File: src/design/dep_pkg.sv
package dep_pkg;

    // Architectural register address width.
    localparam int REG_ADDR_W = 5;

    // Register address fields inside one uop.
    localparam int DEST_LSB = 0;                      // Destination register.
    localparam int SRCR_LSB = 5;                      // Right source register.
    localparam int SRCL_LSB = 10;                     // Left source register.

    // Valid flags that qualify the three address fields.
    localparam int DEST_VALID_BIT = 15;
    localparam int SRCR_VALID_BIT = 16;
    localparam int SRCL_VALID_BIT = 17;

    // Address fields and flags take the low bits, payload sits above them.
    localparam int FIELDS_W = 18;
    localparam int PAYLOAD_W = 6;                     // Opaque bits, carried untouched.

    localparam int UOP_W = FIELDS_W + PAYLOAD_W;

    // Which half of the window the next decoder beat fills.
    typedef enum logic {
        BEAT_LOW  = 1'b0,                             // Slots 0 to LANES-1.
        BEAT_HIGH = 1'b1                              // Slots LANES to WINDOW-1.
    } beat_e;

endpackage

File: src/design/dep_check_top.sv
`timescale 1ns/1ns

module dep_check_top
    import dep_pkg::*;
#(
    parameter int LANES = 8
) (
    input  logic                                        w_fire01,
    input  logic                                        rstn,
    input  logic                                        i_drive,
    input  logic [LANES-1:0][UOP_W-1:0]                 i_uops,
    output logic                                        o_free,
    output logic                                        o_drive,
    input  logic                                        i_free_next,
    output logic [2*LANES-1:0][UOP_W-1:0]               o_uops,
    output logic [2*LANES-1:0][$clog2(2*LANES)-1:0]     o_dep_l,
    output logic [2*LANES-1:0][$clog2(2*LANES)-1:0]     o_dep_r
);

    localparam int WINDOW = 2 * LANES;

    logic                           gather_drive;
    logic [WINDOW-1:0][UOP_W-1:0]   gather_uops;
    logic                           matrix_free;
    logic                           matrix_drive;
    logic [WINDOW-1:0][UOP_W-1:0]   matrix_uops;
    logic [WINDOW-1:0][WINDOW-1:0]  match_l;
    logic [WINDOW-1:0][WINDOW-1:0]  match_r;
    logic                           encode_free;

    // Two decoder beats make one window.
    uop_window_gather #(
        .LANES (LANES)
    ) gather_i (
        .w_fire01     (w_fire01),
        .rstn         (rstn),
        .i_drive      (i_drive),
        .i_uops       (i_uops),
        .i_free_next  (matrix_free),
        .o_free       (o_free),
        .o_drive_next (gather_drive),
        .o_uops       (gather_uops)
    );

    raw_match_matrix #(
        .LANES (LANES)
    ) matrix_i (
        .w_fire01     (w_fire01),
        .rstn         (rstn),
        .i_drive      (gather_drive),
        .i_uops       (gather_uops),
        .i_free_next  (encode_free),
        .o_free       (matrix_free),
        .o_drive_next (matrix_drive),
        .o_uops       (matrix_uops),
        .o_match_l    (match_l),
        .o_match_r    (match_r)
    );

    // Last stage faces the branch stage directly.
    nearest_producer_encode #(
        .LANES (LANES)
    ) encode_i (
        .w_fire01     (w_fire01),
        .rstn         (rstn),
        .i_drive      (matrix_drive),
        .i_uops       (matrix_uops),
        .i_match_l    (match_l),
        .i_match_r    (match_r),
        .i_free_next  (i_free_next),
        .o_free       (encode_free),
        .o_drive_next (o_drive),
        .o_uops       (o_uops),
        .o_dep_l      (o_dep_l),
        .o_dep_r      (o_dep_r)
    );

endmodule

File: src/design/dep_stage_ctrl.sv
`timescale 1ns/1ns

module dep_stage_ctrl (
    input  logic w_fire01,
    input  logic rstn,
    input  logic i_free_next,
    input  logic i_drive,
    output logic o_free,
    output logic o_load,
    output logic o_drive_next
);

    logic r_full;

    // Room now, or the held item leaves on this edge.
    assign o_free = !r_full || i_free_next;
    assign o_load = i_drive && o_free;
    assign o_drive_next = r_full;

    always_ff @(posedge w_fire01 or negedge rstn) begin
        if (!rstn) begin
            r_full <= 1'b0;
        end else if (o_load) begin
            r_full <= 1'b1;                           // New item replaces any leaving one.
        end else if (i_free_next) begin
            r_full <= 1'b0;                           // Taken downstream, nothing new.
        end
    end

endmodule

File: src/design/nearest_producer_encode.sv
`timescale 1ns/1ns

module nearest_producer_encode
    import dep_pkg::*;
#(
    parameter int LANES = 8
) (
    input  logic                                        w_fire01,
    input  logic                                        rstn,
    input  logic                                        i_drive,
    input  logic [2*LANES-1:0][UOP_W-1:0]               i_uops,
    input  logic [2*LANES-1:0][2*LANES-1:0]             i_match_l,
    input  logic [2*LANES-1:0][2*LANES-1:0]             i_match_r,
    input  logic                                        i_free_next,
    output logic                                        o_free,
    output logic                                        o_drive_next,
    output logic [2*LANES-1:0][UOP_W-1:0]               o_uops,
    output logic [2*LANES-1:0][$clog2(2*LANES)-1:0]     o_dep_l,
    output logic [2*LANES-1:0][$clog2(2*LANES)-1:0]     o_dep_r
);

    localparam int WINDOW = 2 * LANES;
    localparam int TAG_W = $clog2(WINDOW);
    localparam logic [TAG_W-1:0] TAG_NONE = {TAG_W{1'b1}};

    logic                           load;
    logic [WINDOW-1:0][TAG_W-1:0]   dep_l_d;
    logic [WINDOW-1:0][TAG_W-1:0]   dep_r_d;

    // Highest set column is the youngest older producer.
    function automatic logic [TAG_W-1:0] nearest_tag(input logic [WINDOW-1:0] row);
        logic [TAG_W-1:0] tag;
        tag = TAG_NONE;
        for (int k = 0; k < WINDOW; k++) begin
            if (row[k]) begin
                tag = TAG_W'(k);
            end
        end
        return tag;
    endfunction

    dep_stage_ctrl ctrl_i (
        .w_fire01     (w_fire01),
        .rstn         (rstn),
        .i_free_next  (i_free_next),
        .i_drive      (i_drive),
        .o_free       (o_free),
        .o_load       (load),
        .o_drive_next (o_drive_next)
    );

    always_comb begin
        for (int j = 0; j < WINDOW; j++) begin
            dep_l_d[j] = nearest_tag(i_match_l[j]);
            dep_r_d[j] = nearest_tag(i_match_r[j]);
        end
    end

    // Output stage, held while the branch stage stalls.
    always_ff @(posedge w_fire01 or negedge rstn) begin
        if (!rstn) begin
            o_uops <= '0;
            o_dep_l <= '0;
            o_dep_r <= '0;
        end else if (load) begin
            o_uops <= i_uops;
            o_dep_l <= dep_l_d;
            o_dep_r <= dep_r_d;
        end
    end

endmodule

File: src/design/raw_match_matrix.sv
`timescale 1ns/1ns

module raw_match_matrix
    import dep_pkg::*;
#(
    parameter int LANES = 8
) (
    input  logic                                    w_fire01,
    input  logic                                    rstn,
    input  logic                                    i_drive,
    input  logic [2*LANES-1:0][UOP_W-1:0]           i_uops,
    input  logic                                    i_free_next,
    output logic                                    o_free,
    output logic                                    o_drive_next,
    output logic [2*LANES-1:0][UOP_W-1:0]           o_uops,
    output logic [2*LANES-1:0][2*LANES-1:0]         o_match_l,
    output logic [2*LANES-1:0][2*LANES-1:0]         o_match_r
);

    localparam int WINDOW = 2 * LANES;

    logic                           load;
    logic [WINDOW-1:0][WINDOW-1:0]  match_l_d;
    logic [WINDOW-1:0][WINDOW-1:0]  match_r_d;
    logic [WINDOW-1:0][UOP_W-1:0]   r_uops;
    logic [WINDOW-1:0][WINDOW-1:0]  r_match_l;
    logic [WINDOW-1:0][WINDOW-1:0]  r_match_r;

    dep_stage_ctrl ctrl_i (
        .w_fire01     (w_fire01),
        .rstn         (rstn),
        .i_free_next  (i_free_next),
        .i_drive      (i_drive),
        .o_free       (o_free),
        .o_load       (load),
        .o_drive_next (o_drive_next)
    );

    // Row j is the consumer, column k an older producer. Upper triangle stays zero.
    always_comb begin
        match_l_d = '0;
        match_r_d = '0;
        for (int j = 1; j < WINDOW; j++) begin
            for (int k = 0; k < j; k++) begin
                match_l_d[j][k] = i_uops[k][DEST_VALID_BIT]
                    && i_uops[j][SRCL_VALID_BIT]
                    && (i_uops[j][SRCL_LSB +: REG_ADDR_W] == i_uops[k][DEST_LSB +: REG_ADDR_W]);
                match_r_d[j][k] = i_uops[k][DEST_VALID_BIT]
                    && i_uops[j][SRCR_VALID_BIT]
                    && (i_uops[j][SRCR_LSB +: REG_ADDR_W] == i_uops[k][DEST_LSB +: REG_ADDR_W]);
            end
        end
    end

    always_ff @(posedge w_fire01 or negedge rstn) begin
        if (!rstn) begin
            r_uops <= '0;
            r_match_l <= '0;
            r_match_r <= '0;
        end else if (load) begin
            r_uops <= i_uops;                         // Window travels with its matrix.
            r_match_l <= match_l_d;
            r_match_r <= match_r_d;
        end
    end

    assign o_uops = r_uops;
    assign o_match_l = r_match_l;
    assign o_match_r = r_match_r;

endmodule

File: src/design/uop_window_gather.sv
`timescale 1ns/1ns

module uop_window_gather
    import dep_pkg::*;
#(
    parameter int LANES = 8
) (
    input  logic                                w_fire01,
    input  logic                                rstn,
    input  logic                                i_drive,
    input  logic [LANES-1:0][UOP_W-1:0]         i_uops,
    input  logic                                i_free_next,
    output logic                                o_free,
    output logic                                o_drive_next,
    output logic [2*LANES-1:0][UOP_W-1:0]       o_uops
);

    localparam int WINDOW = 2 * LANES;

    beat_e                          r_beat;
    logic [WINDOW-1:0][UOP_W-1:0]   r_window;
    logic                           ctrl_free;
    logic                           high_drive;
    logic                           high_load;
    logic                           low_load;

    // Only the second beat completes a window.
    assign high_drive = i_drive && (r_beat == BEAT_HIGH);
    assign low_load = i_drive && ctrl_free && (r_beat == BEAT_LOW);

    dep_stage_ctrl ctrl_i (
        .w_fire01     (w_fire01),
        .rstn         (rstn),
        .i_free_next  (i_free_next),
        .i_drive      (high_drive),
        .o_free       (ctrl_free),
        .o_load       (high_load),
        .o_drive_next (o_drive_next)
    );

    // A low beat also waits for ctrl_free so a held window stays intact.
    assign o_free = ctrl_free;
    assign o_uops = r_window;

    always_ff @(posedge w_fire01 or negedge rstn) begin
        if (!rstn) begin
            r_beat <= BEAT_LOW;
        end else if (low_load || high_load) begin
            r_beat <= (r_beat == BEAT_LOW) ? BEAT_HIGH : BEAT_LOW;
        end
    end

    always_ff @(posedge w_fire01 or negedge rstn) begin
        if (!rstn) begin
            r_window <= '0;
        end else begin
            if (low_load) begin
                r_window[LANES-1:0] <= i_uops;        // Older beat.
            end
            if (high_load) begin
                r_window[WINDOW-1:LANES] <= i_uops;   // Younger beat.
            end
        end
    end

endmodule

File: config.mk
export PLATFORM = sky130hd
export DESIGN_NAME = dep_check_top
export DESIGN_NICKNAME = d
export VERILOG_FILES = /design/src/design/dep_pkg.sv /design/src/design/dep_check_top.sv /design/src/design/dep_stage_ctrl.sv /design/src/design/nearest_producer_encode.sv /design/src/design/raw_match_matrix.sv /design/src/design/uop_window_gather.sv
export SDC_FILE = /design/constraint.sdc
export NUM_CORES = 2
export LEC_CHECK = 0
export BUFFER_PORTS_ARGS = -buffer_cell sky130_fd_sc_hd__buf_2
export CAP_MARGIN = 20
export CELL_PAD_IN_SITES_DETAIL_PLACEMENT = 0
export CELL_PAD_IN_SITES_GLOBAL_PLACEMENT = 1
export CORE_UTILIZATION = 50
export CTS_BUF_LIST = sky130_fd_sc_hd__clkbuf_2 sky130_fd_sc_hd__clkbuf_4 sky130_fd_sc_hd__clkbuf_8
export CTS_CLUSTER_SIZE = 30
export DETAILED_ROUTE_END_ITERATION = 7
export PLACE_DENSITY_LB_ADDON = 0.08
export SLEW_MARGIN = 20
export SYNTH_ARGS = -nofsm -noshare
export SYNTH_HDL_FRONTEND = slang
export SYNTH_SLANG_ARGS = --single-unit
File: constraint.sdc
create_clock -name w_fire01 -period 3.15 [get_ports w_fire01]
set_clock_uncertainty 0.1 [all_clocks]
set_input_delay 0.315 -clock w_fire01 [delete_from_list [all_inputs] [get_ports w_fire01]]
set_output_delay 0.315 -clock w_fire01 [all_outputs]
set_load 0.01 [all_outputs]
==> qor.yml <==
outcome:
  run_status: "completed"
clock_tree:
  numCtsBuffers: 277
  tritoncts_num_sinks: 1503
  cts_setup_buffers: 0
  cts_buffer_depth: 4
  hold_buffers: 376
  cts.clk_slew.worst_paths_ps: 60
  clock-root-buffer: "sky130_fd_sc_hd__clkbuf_8"
  postCtsResizedCells: 0
  worstSkewPairLatency_ps: 1020
  tritoncts: "built"
  cts_max_level: 5
sta:
  final.period_utilization_pct: 76.2
  whs_ps: 52.9
  final-hold-violation-count: 0
  finalSetupTns_ps: 0
  timing.slew.headroom_pct: 22.7
  drv_slew: 0
  maxClockFrequency_mhz: 417
  setup_viol: 0
  period_minus_slack_ps: 2400
  tightest_slew_ps: 1160
  rsz0062_at_grt: "false"
setup_path:
  end_kind: "register"
  worst-endpoint-arrival_ps: 3170
  critPathLaunch: "encode_i.ctrl_i.o_drive_next$_DFFE_PN0P_"
  timing.critical_path.fanout_max: 42
  timing.reg2reg.setup_slack_ps: 750
  worstSetupPathType: "register to register"
  timing.critical_path.from_type: "register"
  critical_path.reg2reg.startpoint: "encode_i.ctrl_i.o_drive_next$_DFFE_PN0P_"
  critPathRequiredTime_ps: 3920
finish:
  fillers: 12300
  final_net_count: 7939
  area_growth_syn_to_layout_pct: 19.9
  multi_input_comb_area_sq_mm: 0.0324
  drive_gt1_share_pct: 28.0
  seqCellArea_sq_mm: 0.0377
yosys:
  synth-compound-area-share_pct: 3.70
  synth_area_leader_cell: "sky130_fd_sc_hd__dfrtp_1"
  combinational_family_with_the_most_area_after_synthesis: "XOR/XNOR gates"
  netlist-cell-type-count: 53
  post_synth_fa_ha_maj_area_fraction_pct: 0
  synth.yosys.seq_area_share_pct: 51.3
  yosysWarningCount: 0
  synthesis.area_per_instance_sq_um: 10.8
  postSynthRegisterBits: 1503
  number_of_enable_type_register_cells_in_the_synthesized_netlist: 0
  synth_xor_xnor_area_share_pct: 14.3
  post_synth_inst_count: 6811
  post_synth_mux_area_share_pct: 12.7
  synthesis.area_sq_mm: 0.0733
  synth_fp_nets: 7007
  yosys-top-cells-area: "sky130_fd_sc_hd__dfrtp_1 51%, sky130_fd_sc_hd__xor2_1 11%, sky130_fd_sc_hd__mux2_2 9.2%"
  synth-simple-area-share_pct: 13.3
  share_of_synthesized_flip_flops_with_an_asynchronous_set_or_reset_pct: 100
  post-synth-top-area-fraction_pct: 51.3
  ys_dominant_reg_cell: "sky130_fd_sc_hd__dfrtp_1"
place:
  gp_congestion: 0.879
  place_hpwl_mm: 158
  buffer_ports.inserted: 709
hold_path:
  hold_path_class: "primary input to register"
  min-delay-start: "i_uops[54]"
floorplanning:
  die-width_um: 385
  die_area_sq_mm: 0.148
  core_area_sq_mm: 0.146
  design.portCount: 710
  floorplan.initialDensity_pct: 50.4
  rows: 140
  fp.dieH_um: 385
grt:
  pin_count_of_the_biggest_net_entering_global_routing: 109
  globalRouteMet1Util_pct: 44.6
  groute.layer.met2.usage_pct: 50.9
  global_route.peak_usage_layer: "met2"
  globalRouteOverflowTotal: 0
  grt_first_pass_wirelength_mm: 361
  gr-usage-met3_pct: 7.87
  track_usage_pct: 32.8
  antenna_found_initial: 3
  first_global_vias: 55000
detailed_routing:
  detail_route.first_pass.iterations: 6
  drt-vias-per-instance: 5.57
  drc: 0
  dr_total_vias: 54900
  overall_routed_net_length_mm: 245
  drt_iter0_drc: 4193
  drtAntennaViolNets: 0
  detail_route.wl_per_cell_um: 24.8
power:
  power.ir.vdd_worst_v: 0.000483
  power-per-cell-area_mw_per_mm2: 931
  power_leakage_nw: 41.0
run:
  maxCapViolCount: 0
Yosys cell counts (6+ instances only):
library cell / n
sky130_fd_sc_hd__buf_4: 51
sky130_fd_sc_hd__clkbuf_1: 195
sky130_fd_sc_hd__nor2b_1: 28
sky130_fd_sc_hd__xnor2_1: 240
sky130_fd_sc_hd__buf_6: 20
sky130_fd_sc_hd__o31ai_1: 28
sky130_fd_sc_hd__inv_1: 26
sky130_fd_sc_hd__o21bai_1: 14
sky130_fd_sc_hd__a22o_1: 6
sky130_fd_sc_hd__xor2_1: 960
sky130_fd_sc_hd__nand2b_1: 15
sky130_fd_sc_hd__o21ai_1: 7
sky130_fd_sc_hd__nand4_1: 240
sky130_fd_sc_hd__nor2_1: 133
sky130_fd_sc_hd__o311ai_0: 7
sky130_fd_sc_hd__a31oi_1: 19
sky130_fd_sc_hd__dfrtp_1: 1503
sky130_fd_sc_hd__a21o_1: 6
sky130_fd_sc_hd__nor3_1: 22
sky130_fd_sc_hd__o21ai_0: 287
sky130_fd_sc_hd__a21oi_1: 32
sky130_fd_sc_hd__a2111oi_0: 8
sky130_fd_sc_hd__buf_2: 298
sky130_fd_sc_hd__nor4_1: 260
sky130_fd_sc_hd__o41ai_1: 7
sky130_fd_sc_hd__mux2_4: 169
sky130_fd_sc_hd__mux2_2: 599
sky130_fd_sc_hd__buf_1: 62
sky130_fd_sc_hd__o22a_1: 7
sky130_fd_sc_hd__nand2_1: 1485
sky130_fd_sc_hd__nand3_1: 8
sky130_fd_sc_hd__a211oi_1: 9
sky130_fd_sc_hd__buf_12: 11
sequential cells by signal, indices dropped and copies added, names as in the netlist:
name / cells
encode_i.o_dep_l: 53
matrix_i.o_uops: 384
gather_i.r_beat: 1
encode_i.o_uops: 384
matrix_i.o_match_l: 120
encode_i.o_dep_r: 54
gather_i.o_uops: 384
matrix_i.ctrl_i.o_drive_next: 1
encode_i.ctrl_i.o_drive_next: 1
matrix_i.o_match_r: 120
gather_i.ctrl_i.o_drive_next: 1
worst max-delay path, cell delays in order (launching register included):
cell	delay, ps
sky130_fd_sc_hd__dfrtp_1	430
sky130_fd_sc_hd__nand2b_1	380
sky130_fd_sc_hd__and2_4	580
sky130_fd_sc_hd__buf_4	510
sky130_fd_sc_hd__nand2_1	90
sky130_fd_sc_hd__o311ai_0	120
cell type report:
| class | instances | area share, % |
|---|---|---|
| repair buffers | 1290 | 10.9 |
| diodes | 4 | 0.0114 |
| inverters | 26 | 0.111 |
| clock buffers | 446 | 6.35 |
| well taps | 1917 | 2.73 |
| clock inverters | 24 | 0.221 |
| flip-flops and latches | 1503 | 42.9 |
| multi-input cells | 4645 | 36.8 |
layer usage:
metal,part of all wire [%],vias to the layer above
li1,-,24600
met1,43,27700
met2,46,2055
met3,7.5,520
met4,3.7,4
met5,0.010,-
layout by cell type, fill, tap and decap left out, types with 15 or more instances in the layout:
| cell type | count |
|---|---|
| sky130_fd_sc_hd__o31ai_1 | 28 |
| sky130_fd_sc_hd__buf_12 | 55 |
| sky130_fd_sc_hd__nor3_1 | 22 |
| sky130_fd_sc_hd__dlygate4sd3_1 | 375 |
| sky130_fd_sc_hd__o21ai_0 | 287 |
| sky130_fd_sc_hd__dfrtp_1 | 1444 |
| sky130_fd_sc_hd__inv_1 | 26 |
| sky130_fd_sc_hd__nand4_1 | 240 |
| sky130_fd_sc_hd__mux2_2 | 599 |
| sky130_fd_sc_hd__nor4_1 | 260 |
| sky130_fd_sc_hd__dfrtp_2 | 44 |
| sky130_fd_sc_hd__a31oi_1 | 19 |
| sky130_fd_sc_hd__nor2_1 | 133 |
| sky130_fd_sc_hd__clkbuf_4 | 88 |
| sky130_fd_sc_hd__clkbuf_8 | 358 |
| sky130_fd_sc_hd__buf_2 | 708 |
| sky130_fd_sc_hd__a21oi_1 | 32 |
| sky130_fd_sc_hd__nor2b_1 | 28 |
| sky130_fd_sc_hd__nand2b_1 | 15 |
| sky130_fd_sc_hd__xor2_1 | 960 |
| sky130_fd_sc_hd__buf_4 | 151 |
| sky130_fd_sc_hd__xnor2_1 | 240 |
| sky130_fd_sc_hd__mux2_4 | 169 |
| sky130_fd_sc_hd__dfrtp_4 | 15 |
| sky130_fd_sc_hd__nand2_1 | 1484 |
power breakdown:
group	internal [mW]	switching (mW)	total (mW)
Combinational	12.6	12.5	25.1
Clock	11.3	8.21	19.5
Sequential	26.3	11.0	37.2
cells by family (layout without fill, tap and decap cells):
group,after synthesis,after routing
buffers and inverters,663,1786
multiplexers,773,773
other,0,4
flip-flops,1503,1503
XOR/XNOR,1200,1200
AO/OA/AOI/OAI,462,462
AND/OR/NAND/NOR,2210,2210
final timing paths:
path,endpoint,depth (start not counted)
setup / recovery,encode_i.o_dep_l[40]$_DFFE_PN0P_,5
hold / removal,gather_i.o_uops[54]$_DFFE_PN0P_,3
setup reg to reg,encode_i.o_dep_l[40]$_DFFE_PN0P_,5
hold reg to reg,encode_i.o_uops[124]$_DFFE_PN0P_,2
max in group asynchronous,gather_i.o_uops[349]$_DFFE_PN0P_,5
min in group asynchronous,matrix_i.o_uops[286]$_DFFE_PN0P_,4
per-stage QoR:
step / area [sq um] / instances / total power [mW] / utilization, % / setup slack [ps]
finish: 87900 / 9855 / 81.9 / 60.4 / 749
global route: 87900 / 9854 / 86.2 / 60.4 / 664
CTS: 87900 / 9851 / 82.1 / 60.4 / 743
detailed placement: 78400 / 9005 / 61.9 / 53.8 / 743
global placement: 78400 / 9005 / 61.2 / 53.8 / 777
floorplan: 73300 / 6811 / 50.2 / - / 1360
Power figures use the tool's default switching activity.
